<file path="src/lbs_consts.svh">
`ifndef LBS_CONSTS_SVH
`define LBS_CONSTS_SVH

////////////////////////////////////////////////////////////
// Data widths
////////////////////////////////////////////////////////////

`define PIX_W       8   // Pixel value
`define COORD_W     12  // Frame coordinates
`define SUM_W       12  // Nine pixels at full scale fit here
`define WEIGHT_W    10  // Feature weight and stage score

////////////////////////////////////////////////////////////
// Frame geometry
////////////////////////////////////////////////////////////

`define RESIZE_W    8   // Resized frame width
`define RESIZE_H    6   // Resized frame height

// Keep one sample in 2**SCALE_SHIFT per direction
`define SCALE_SHIFT 1

`endif

</file>
<file path="src/lbs_ctrl_pkg.sv">
`include "lbs_consts.svh"

package lbs_ctrl_pkg;

	// Detector control machine
	typedef enum logic [1:0]
	{
		IDLE    = 2'd0, // After reset, waiting for the first full window
		INSPECT = 2'd1, // Scoring feature records
		REQUEST = 2'd2  // Between inspections, collecting pixels
	} detect_state_e;

	// One record of the feature database
	typedef struct packed
	{
		logic [7:0]                  code;      // Pattern to match
		logic signed [`WEIGHT_W-1:0] weight;    // Added on a match
		logic signed [`WEIGHT_W-1:0] threshold; // Valid on stage_end only
		logic                        stage_end;
		logic                        last;      // Final record of the last stage
	} feature_t;

	// Result of one inspection
	typedef struct packed
	{
		logic done;      // One-cycle pulse
		logic candidate;
	} verdict_t;

endpackage

</file>
<file path="src/lbs_pixel_pkg.sv">
`include "lbs_consts.svh"

package lbs_pixel_pkg;

	// Incoming camera sample with its original position
	typedef struct packed
	{
		logic [`PIX_W-1:0]   pixel;
		logic [`COORD_W-1:0] ori_x;
		logic [`COORD_W-1:0] ori_y;
	} pixel_in_t;

	// Position in the decimated frame
	typedef struct packed
	{
		logic [`COORD_W-1:0] resize_x;
		logic [`COORD_W-1:0] resize_y;
	} resize_coord_t;

	// 3x3 neighbourhood, row-major, centre at index 4
	typedef struct packed
	{
		logic [8:0][`PIX_W-1:0] pix;
		logic [`SUM_W-1:0]      sum; // Sum of all nine pixels
	} window_t;

endpackage

</file>
<file path="src/lbs_classifier.sv">
`timescale 1ns/1ps

`include "lbs_consts.svh"

module lbs_classifier
(
	input  logic                   clk,
	input  logic                   reset,
	input  logic                   i_start,
	input  lbs_pixel_pkg::window_t i_window,
	input  logic                   i_feature_valid,
	input  lbs_ctrl_pkg::feature_t i_feature,
	output lbs_ctrl_pkg::verdict_t o_verdict
);

	import lbs_pixel_pkg::*;
	import lbs_ctrl_pkg::*;

	localparam int SW = `SUM_W;

	// Local binary pattern of the eight neighbours around the centre
	function automatic logic [7:0] lbp_code(input window_t w);
		logic [7:0]    code;
		logic [SW-1:0] scaled;
		int            bit_idx;
		code    = '0;
		bit_idx = 0;
		for (int i = 0; i < 9; i++)
		begin
			if (i != 4)
			begin
				scaled        = SW'(w.pix[i]) * SW'(9);
				code[bit_idx] = scaled >= w.sum; // At or above the mean
				bit_idx++;
			end
		end
		return code;
	endfunction

	logic [7:0]                  win_code;
	logic signed [`WEIGHT_W-1:0] score;
	logic signed [`WEIGHT_W-1:0] add_w;
	logic signed [`WEIGHT_W-1:0] score_next;
	logic                        busy;
	logic                        stage_fail;
	verdict_t                    verdict;

	always_comb
	begin
		add_w      = (i_feature.code == win_code) ? i_feature.weight : '0;
		score_next = score + add_w;
		stage_fail = i_feature.stage_end && (score_next < i_feature.threshold);
	end

	////////////////////////////////////////////////////////////
	// Stage scoring
	////////////////////////////////////////////////////////////

	always_ff @(posedge clk)
	begin
		if (reset)
		begin
			win_code <= '0;
			score    <= '0;
			busy     <= 1'b0;
			verdict  <= '0;
		end
		else
		begin
			verdict.done <= 1'b0; // Pulse only
			if (i_start)
			begin
				win_code <= lbp_code(i_window);
				score    <= '0;
				busy     <= 1'b1;
			end
			else if (busy && i_feature_valid)
			begin
				if (stage_fail)
				begin
					busy              <= 1'b0; // Early reject
					verdict.done      <= 1'b1;
					verdict.candidate <= 1'b0;
				end
				else if (i_feature.last)
				begin
					busy              <= 1'b0;
					verdict.done      <= 1'b1;
					verdict.candidate <= 1'b1;
				end
				else if (i_feature.stage_end)
				begin
					score <= '0; // Next stage starts from zero
				end
				else
				begin
					score <= score_next;
				end
			end
		end
	end

	assign o_verdict = verdict;

	// Records only flow between a start and its done
	a_no_record_idle: assert property (@(posedge clk) disable iff (reset)
		i_feature_valid |-> busy);

endmodule

</file>
<file path="src/lbs_detector.sv">
`timescale 1ns/1ps

module lbs_detector
(
	input  logic                         clk,
	input  logic                         reset,
	input  logic                         i_pixel_valid,
	input  lbs_pixel_pkg::pixel_in_t     i_pixel,
	input  logic                         i_feature_valid,
	input  lbs_ctrl_pkg::feature_t       i_feature,
	output logic                         o_pixel_request,
	output logic                         o_feature_request,
	output lbs_pixel_pkg::resize_coord_t o_resize,
	output lbs_ctrl_pkg::verdict_t       o_verdict
);

	import lbs_pixel_pkg::*;
	import lbs_ctrl_pkg::*;

	detect_state_e state;
	detect_state_e next_state;

	resize_coord_t resize;
	window_t       window;
	verdict_t      verdict;
	logic          reach;
	logic          ready;
	logic          mem_wen;
	logic          wrote;       // A write landed at the last edge
	logic          pending;     // Full window waiting for inspection
	logic          pixel_req;
	logic          feature_fire;

	////////////////////////////////////////////////////////////
	// Control machine
	////////////////////////////////////////////////////////////

	assign pending   = wrote && ready;
	assign pixel_req = (state != INSPECT) && !pending; // Hold off while window is claimed
	assign mem_wen   = i_pixel_valid && reach && pixel_req;

	// Records arriving in the done cycle are dropped
	assign feature_fire = i_feature_valid && (state == INSPECT) && !verdict.done;

	always_comb
	begin
		next_state = state;
		case (state)
			IDLE, REQUEST:
			begin
				if (pending)
					next_state = INSPECT;
			end
			INSPECT:
			begin
				if (verdict.done)
					next_state = REQUEST;
			end
			default: next_state = IDLE;
		endcase
	end

	always_ff @(posedge clk)
	begin
		if (reset)
		begin
			state <= IDLE;
			wrote <= 1'b0;
		end
		else
		begin
			state <= next_state;
			wrote <= mem_wen;
		end
	end

	////////////////////////////////////////////////////////////
	// Datapath
	////////////////////////////////////////////////////////////

	lbs_resize u_resize
	(
		.i_pixel  (i_pixel),
		.o_resize (resize),
		.o_reach  (reach)
	);

	lbs_window_mem u_window_mem
	(
		.clk      (clk),
		.reset    (reset),
		.i_wen    (mem_wen),
		.i_pixel  (i_pixel),
		.i_resize (resize),
		.o_window (window),
		.o_ready  (ready)
	);

	lbs_classifier u_classifier
	(
		.clk             (clk),
		.reset           (reset),
		.i_start         (pending), // High only on the way into INSPECT
		.i_window        (window),
		.i_feature_valid (feature_fire),
		.i_feature       (i_feature),
		.o_verdict       (verdict)
	);

	assign o_pixel_request   = pixel_req;
	assign o_feature_request = (state == INSPECT);
	assign o_resize          = resize;
	assign o_verdict         = verdict;

	// Pixels are requested again once a verdict is out
	a_request_after_done: assert property (@(posedge clk) disable iff (reset)
		o_verdict.done |=> o_pixel_request && !o_feature_request);

endmodule

</file>
<file path="src/lbs_resize.sv">
`timescale 1ns/1ps

`include "lbs_consts.svh"

module lbs_resize
(
	input  lbs_pixel_pkg::pixel_in_t     i_pixel,
	output lbs_pixel_pkg::resize_coord_t o_resize,
	output logic                         o_reach
);

	import lbs_pixel_pkg::*;

	localparam int SHIFT = `SCALE_SHIFT;

	// Coordinate bits dropped by decimation
	localparam logic [`COORD_W-1:0] LOW_MASK = (`COORD_W'(1) << SHIFT) - `COORD_W'(1);

	resize_coord_t coord;
	logic          x_kept;
	logic          y_kept;

	always_comb
	begin
		coord.resize_x = i_pixel.ori_x >> SHIFT;
		coord.resize_y = i_pixel.ori_y >> SHIFT;
	end

	// A sample survives when it sits on the decimation grid in both axes
	assign x_kept = (i_pixel.ori_x & LOW_MASK) == '0;
	assign y_kept = (i_pixel.ori_y & LOW_MASK) == '0;

	assign o_resize = coord;
	assign o_reach  = x_kept && y_kept;

endmodule

</file>
<file path="src/lbs_window_mem.sv">
`timescale 1ns/1ps

`include "lbs_consts.svh"

module lbs_window_mem
(
	input  logic                         clk,
	input  logic                         reset,
	input  logic                         i_wen,
	input  lbs_pixel_pkg::pixel_in_t     i_pixel,
	input  lbs_pixel_pkg::resize_coord_t i_resize,
	output lbs_pixel_pkg::window_t       o_window,
	output logic                         o_ready
);

	import lbs_pixel_pkg::*;

	localparam int X_W = $clog2(`RESIZE_W);

	// Line buffers, top holds row y-2 and mid holds row y-1
	logic [`PIX_W-1:0] line_top [`RESIZE_W];
	logic [`PIX_W-1:0] line_mid [`RESIZE_W];

	logic [8:0][`PIX_W-1:0] win;
	logic [`SUM_W-1:0]      sum;
	logic                   ready;

	logic [X_W-1:0]    wr_x;
	logic [`PIX_W-1:0] top_rd;
	logic [`PIX_W-1:0] mid_rd;
	logic [`SUM_W-1:0] col_in_sum;
	logic [`SUM_W-1:0] col_out_sum;
	window_t           window;

	assign wr_x = i_resize.resize_x[X_W-1:0];

	// Rows above the frame read as zero
	assign top_rd = (i_resize.resize_y >= `COORD_W'(2)) ? line_top[wr_x] : '0;
	assign mid_rd = (i_resize.resize_y >= `COORD_W'(1)) ? line_mid[wr_x] : '0;

	assign col_in_sum  = `SUM_W'(top_rd) + `SUM_W'(mid_rd) + `SUM_W'(i_pixel.pixel);
	assign col_out_sum = `SUM_W'(win[0]) + `SUM_W'(win[3]) + `SUM_W'(win[6]);

	////////////////////////////////////////////////////////////
	// Line buffers
	////////////////////////////////////////////////////////////

	always_ff @(posedge clk)
	begin
		if (i_wen)
		begin
			line_top[wr_x] <= mid_rd;
			line_mid[wr_x] <= i_pixel.pixel;
		end
	end

	////////////////////////////////////////////////////////////
	// Window shift and running sum
	////////////////////////////////////////////////////////////

	always_ff @(posedge clk)
	begin
		if (reset)
		begin
			win   <= '0;
			sum   <= '0;
			ready <= 1'b0;
		end
		else if (i_wen)
		begin
			for (int r = 0; r < 3; r++)
			begin
				win[r*3]   <= win[r*3+1];
				win[r*3+1] <= win[r*3+2];
			end
			win[2] <= top_rd;       // Newest column on the right
			win[5] <= mid_rd;
			win[8] <= i_pixel.pixel;
			sum    <= sum - col_out_sum + col_in_sum;
			// Full 3x3 block ends at this sample
			ready  <= (i_resize.resize_x >= `COORD_W'(2)) &&
				(i_resize.resize_y >= `COORD_W'(2));
		end
	end

	always_comb
	begin
		window.pix = win;
		window.sum = sum;
	end

	assign o_window = window;
	assign o_ready  = ready;

	// Writes stay inside the resized frame
	a_write_in_frame: assert property (@(posedge clk) disable iff (reset)
		i_wen |-> (i_resize.resize_x < `RESIZE_W) && (i_resize.resize_y < `RESIZE_H));

endmodule

</file>
<file path="config.mk">
export PLATFORM = sky130hd
export DESIGN_NAME = lbs_detector
export DESIGN_NICKNAME = d
export VERILOG_FILES = /design/src/lbs_ctrl_pkg.sv /design/src/lbs_pixel_pkg.sv /design/src/lbs_classifier.sv /design/src/lbs_detector.sv /design/src/lbs_resize.sv /design/src/lbs_window_mem.sv
export VERILOG_INCLUDE_DIRS = /design/src
export SDC_FILE = /design/constraint.sdc
export NUM_CORES = 1
export LEC_CHECK = 0
export BUFFER_PORTS_ARGS = -buffer_cell sky130_fd_sc_hd__buf_2
export CORE_MARGIN = 2
export CORE_UTILIZATION = 35
export DETAILED_ROUTE_END_ITERATION = 8
export MAX_ROUTING_LAYER = met4
export PLACE_DENSITY = 0.49
export SKIP_LAST_GASP = 1
export SYNTH_ARGS = -nofsm -noshare
export SYNTH_HDL_FRONTEND = slang
export SYNTH_SLANG_ARGS = --single-unit
export TNS_END_PERCENT = 10
</file>
<file path="constraint.sdc">
create_clock -name clk -period 11.6 [get_ports clk]
set_input_delay 3.48 -clock clk [delete_from_list [all_inputs] [get_ports clk]]
set_output_delay 3.48 -clock clk [all_outputs]
set_load 0.02 [all_outputs]
</file>
==> metrics.txt <==
# TYPE chip_impl_metric gauge
chip_impl_metric{name="io_pins",unit=""} 94
chip_impl_metric{name="average_footprint_of_a_synthesized_cell",unit="sq um"} 9.94
chip_impl_info{name="synth_top_cells_by_area",value="edfxtp_1 (25%), ha_1 (19%), dfxtp_1 (14%)"} 1
chip_impl_metric{name="die_w",unit="microns"} 212
chip_impl_info{name="grt_setup_unrepaired",value="false"} 1
chip_impl_info{name="worst_path_dominant_cell_family",value="compound AO/OA/AOI/OAI gates"} 1
chip_impl_metric{name="remaining_drc_errors",unit=""} 0
chip_impl_metric{name="vdd.ir_drop.worst",unit="V"} 0.000131
chip_impl_metric{name="start_util",unit="%"} 35.3
chip_impl_metric{name="design.core.area",unit="sq um"} 43000
chip_impl_metric{name="cts_htree_levels",unit=""} 1
chip_impl_metric{name="synth_cell_types",unit=""} 60
chip_impl_metric{name="finalSetupViolations",unit=""} 0
chip_impl_metric{name="critical_path.n_buffers_inverters",unit=""} 3
chip_impl_metric{name="fp-row-count",unit=""} 76
chip_impl_metric{name="filler_cell_count",unit=""} 4320
chip_impl_info{name="worstReg2RegStart",value="u_window_mem.line_top[4][1]"} 1
chip_impl_metric{name="synthToLayoutAreaGrowth",unit="%"} 13.0
chip_impl_info{name="dominantRegCellSynth",value="edfxtp_1"} 1
chip_impl_metric{name="number_of_global_route_vias_before_repair",unit=""} 11200
chip_impl_info{name="yosys.area.top_type",value="edfxtp_1"} 1
chip_impl_info{name="path_class",value="input port to register"} 1
chip_impl_metric{name="clk_transition_reported_paths",unit="ns"} 0.06
chip_impl_metric{name="yosysTopAreaCellShare",unit="%"} 25.3
chip_impl_metric{name="maximum_number_of_pins_on_one_net_before_global_route_repair",unit=""} 87
chip_impl_metric{name="worstRegToRegCells",unit=""} 21
chip_impl_metric{name="cts.sink_count",unit=""} 237
chip_impl_metric{name="die_y",unit="microns"} 212
chip_impl_metric{name="buffer_levels_on_the_longest_clock_path",unit=""} 3
chip_impl_metric{name="yosys_warnings",unit=""} 0
chip_impl_metric{name="final_antenna_net_count",unit=""} 0
chip_impl_metric{name="routabilityCongestion",unit=""} 0.818
chip_impl_metric{name="global_route_wire_length_before_repair",unit="microns"} 64700
chip_impl_metric{name="fp.dieArea",unit="sq um"} 45000
chip_impl_metric{name="multiInputGateArea",unit="sq um"} 8310
chip_impl_metric{name="post_synth_instance_area",unit="sq um"} 15200
chip_impl_metric{name="timing_hold_violations_final",unit=""} 0
chip_impl_metric{name="cellLeakagePower",unit="uW"} 0.00724
chip_impl_metric{name="worstSkewPairLatency",unit="ns"} 0.57
chip_impl_metric{name="worstMarginPinSlew",unit="ns"} 1.02
chip_impl_metric{name="max_clock_freq",unit="MHz"} 104
chip_impl_metric{name="synth-seq-cells",unit=""} 237
chip_impl_metric{name="number_of_cells_on_the_critical_path",unit=""} 23
chip_impl_metric{name="cap_violations",unit=""} 0
chip_impl_metric{name="post_cts_hold_buffer_count",unit=""} 0
chip_impl_metric{name="detail_route.wl_per_cell",unit="microns"} 18.8
chip_impl_metric{name="num_vias",unit=""} 11200
chip_impl_metric{name="synth_enable_flop_cells",unit=""} 128
chip_impl_metric{name="layout.nets",unit=""} 1923
chip_impl_info{name="worst_setup_path_end_kind",value="register"} 1
chip_impl_info{name="setup.worst_path.start",value="i_pixel[13]"} 1
chip_impl_metric{name="fin_setup_tns",unit="ns"} 0
chip_impl_metric{name="final-seq-area",unit="sq um"} 6030
chip_impl_metric{name="post_cts_resize_count",unit=""} 0
chip_impl_info{name="final_common_cell",value="ha_1"} 1
chip_impl_metric{name="inserted_clock_buffers",unit=""} 28
chip_impl_metric{name="post-dp-hpwl",unit="microns"} 28900
chip_impl_metric{name="fin_skew",unit="ns"} 0.0177
chip_impl_info{name="critical_path.slowest_cell",value="nor4_1"} 1
chip_impl_metric{name="drt_iter0_drc",unit=""} 614
chip_impl_metric{name="async_reset_ff_share",unit="%"} 0
chip_impl_metric{name="final_util",unit="%"} 39.9
chip_impl_metric{name="cp_max_fo",unit=""} 17
chip_impl_metric{name="grt_util_all_layers",unit="%"} 19.3
chip_impl_metric{name="timing.hold.worst_path_depth",unit=""} 2
chip_impl_metric{name="synth-seq-area-share",unit="%"} 39.7
chip_impl_metric{name="power-per-cell-area",unit="nW/um^2"} 152
chip_impl_info{name="min_from",value="u_window_mem.sum[3]"} 1
chip_impl_metric{name="max_slew_violation_count",unit=""} 0
chip_impl_metric{name="io_buffers",unit=""} 91
chip_impl_metric{name="slowest_delay",unit="ns"} 0.75
chip_impl_info{name="crit_path_cell_trace",value="buf_2 -> nand3b_1 -> o221ai_1 -> nor4_1 -> ha_1 -> a21o_1 -> a21oi_1 -> o21bai_1 -> a21oi_1 -> o21ai_0 -> xor2_1 -> fa_1 -> fa_1 -> inv_1 -> fa_1 -> inv_1 -> ha_1 -> a21o_1 -> o41ai_1 -> o21ai_0 -> xnor2_1 -> or3_1 -> a21oi_1"} 1
chip_impl_info{name="run_status",value="finished, final reports clean"} 1
chip_impl_metric{name="required",unit="ns"} 12.09
chip_impl_metric{name="drt-pass1-iter-count",unit=""} 5
chip_impl_metric{name="timing.max_slew.rel_slack",unit="%"} 31.5
chip_impl_metric{name="final_layout_size_suffix_gt1_share",unit="%"} 10.4
chip_impl_metric{name="final_period_minus_worst_setup_slack",unit="ns"} 9.62
chip_impl_metric{name="finalCritPeriodShare",unit="%"} 83.0
chip_impl_info{name="clock_tree.root_cell",value="clkbuf_16"} 1
chip_impl_metric{name="synth_cells",unit=""} 1526
chip_impl_info{name="cts_tree",value="built"} 1
chip_impl_metric{name="n_antenna_cell",unit=""} 0
chip_impl_metric{name="post-cts-setup-buffer-count",unit=""} 0
chip_impl_metric{name="drt-total-wl",unit="microns"} 41300
chip_impl_info{name="critical_path.startpoint_type",value="input port"} 1
chip_impl_info{name="layout_common_cells",value="ha_1 (227), nand2_1 (198), a21oi_1 (152)"} 1
chip_impl_metric{name="data_arrival_time_at_the_worst_slack_endpoint",unit="ns"} 10.12
chip_impl_metric{name="grt_antenna_before_repair",unit=""} 0
chip_impl_metric{name="detail_route.vias_per_cell",unit=""} 5.10
chip_impl_metric{name="gr-total-overflow",unit=""} 0
chip_impl_info{name="worst_hold_path_type",value="register to register"} 1
## registers in the layout, summed over array words and instances, names as in the netlist
| name | cells |
|---|---|
| u_classifier.win_code | 8 |
| u_window_mem.line_mid | 64 |
| u_window_mem.o_ready | 1 |
| u_classifier.score | 10 |
| u_window_mem.sum | 12 |
| u_classifier.o_verdict | 2 |
| u_window_mem.o_window | 72 |
| state | 2 |
| u_classifier.busy | 1 |
| u_window_mem.line_top | 64 |
| wrote | 1 |
## layer usage
layer  wire length (microns)  GRT usage [%]  part of all wire [%]  vias up
met5                       0              -                     0        -
met4                     603           4.00                   1.5        0
met3                    1630           2.02                   3.9       36
met2                   19400           31.5                    47      199
met1                   19600           26.1                    48     5416
li1                        -              -                     -     5580
## synth_stat cells, drive strengths merged (35+ instances only)
library cell and n:
o22ai 37, o21ai 35, edfxtp 128, a21oi 152
clkbuf 35, dfxtp 109, fa 35, nor2 60
nand2 198, buf 39, inv 127, xnor2 58
a21o 50, ha 227
## worst paths after layout
check	to	slack, ns
min	u_window_mem.sum[3]	0.45
min reg2reg	u_window_mem.sum[3]	0.45
max reg2reg	u_window_mem.sum[11]	5.60
max	u_window_mem.sum[11]	1.98
## where the power goes
part	internal (uW)	switching, uW
logic	311	438
clock network	571	372
registers	905	15.0
## worst register-to-register path, cell delays in order (launching register included)
cell,delay [ns]
edfxtp_1,0.33
o221ai_1,0.12
nor4_1,0.75
ha_1,0.36
a21o_1,0.17
a21oi_1,0.24
o21bai_1,0.09
a21oi_1,0.22
o21ai_0,0.15
xor2_1,0.19
fa_1,0.46
fa_1,0.51
inv_1,0.05
fa_1,0.50
inv_1,0.04
ha_1,0.25
a21o_1,0.21
o41ai_1,0.45
o21ai_0,0.20
xnor2_1,0.16
or3_1,0.31
a21oi_1,0.14
## layout make-up
class | count | area share (%)
sequential | 237 | 35.1
tap | 585 | 4.27
timing repair buffer | 112 | 3.59
clock inverter | 15 | 1.39
multi-input combinational | 1089 | 48.5
inverter | 127 | 2.78
clock buffer | 36 | 4.38
## stage by stage
| stage | hold WS [ns] | setup slack, ns | std cells | area, sq um | power (uW) |
|---|---|---|---|---|---|
| 4_1_cts | 0.454 | 1.94 | 2201 | 17200 | 2640 |
| 5_1_grt | 0.472 | 1.45 | 2201 | 17200 | 2760 |
| 2_1_floorplan | 0.432 | 1.97 | 1527 | 15200 | 1480 |
| 6_report | 0.453 | 1.98 | 2201 | 17200 | 2610 |
| 3_3_place_gp | 0.439 | 1.41 | 2150 | 16200 | 1670 |
| 3_5_place_dp | 0.445 | 1.36 | 2150 | 16200 | 1680 |
## kinds of logic after synthesis
logic type	count (synthesis)	share of synthesized area (%)
other	1	0.0247
AOI/OAI and AO/OA	370	15.4
DFF	237	39.7
and+or+nand+nor	378	11.5
xor gates and xnor gates	77	4.44
buffers and inverters	201	5.68
adders and majority gates	262	23.3
(Power assumes the default switching activity.)
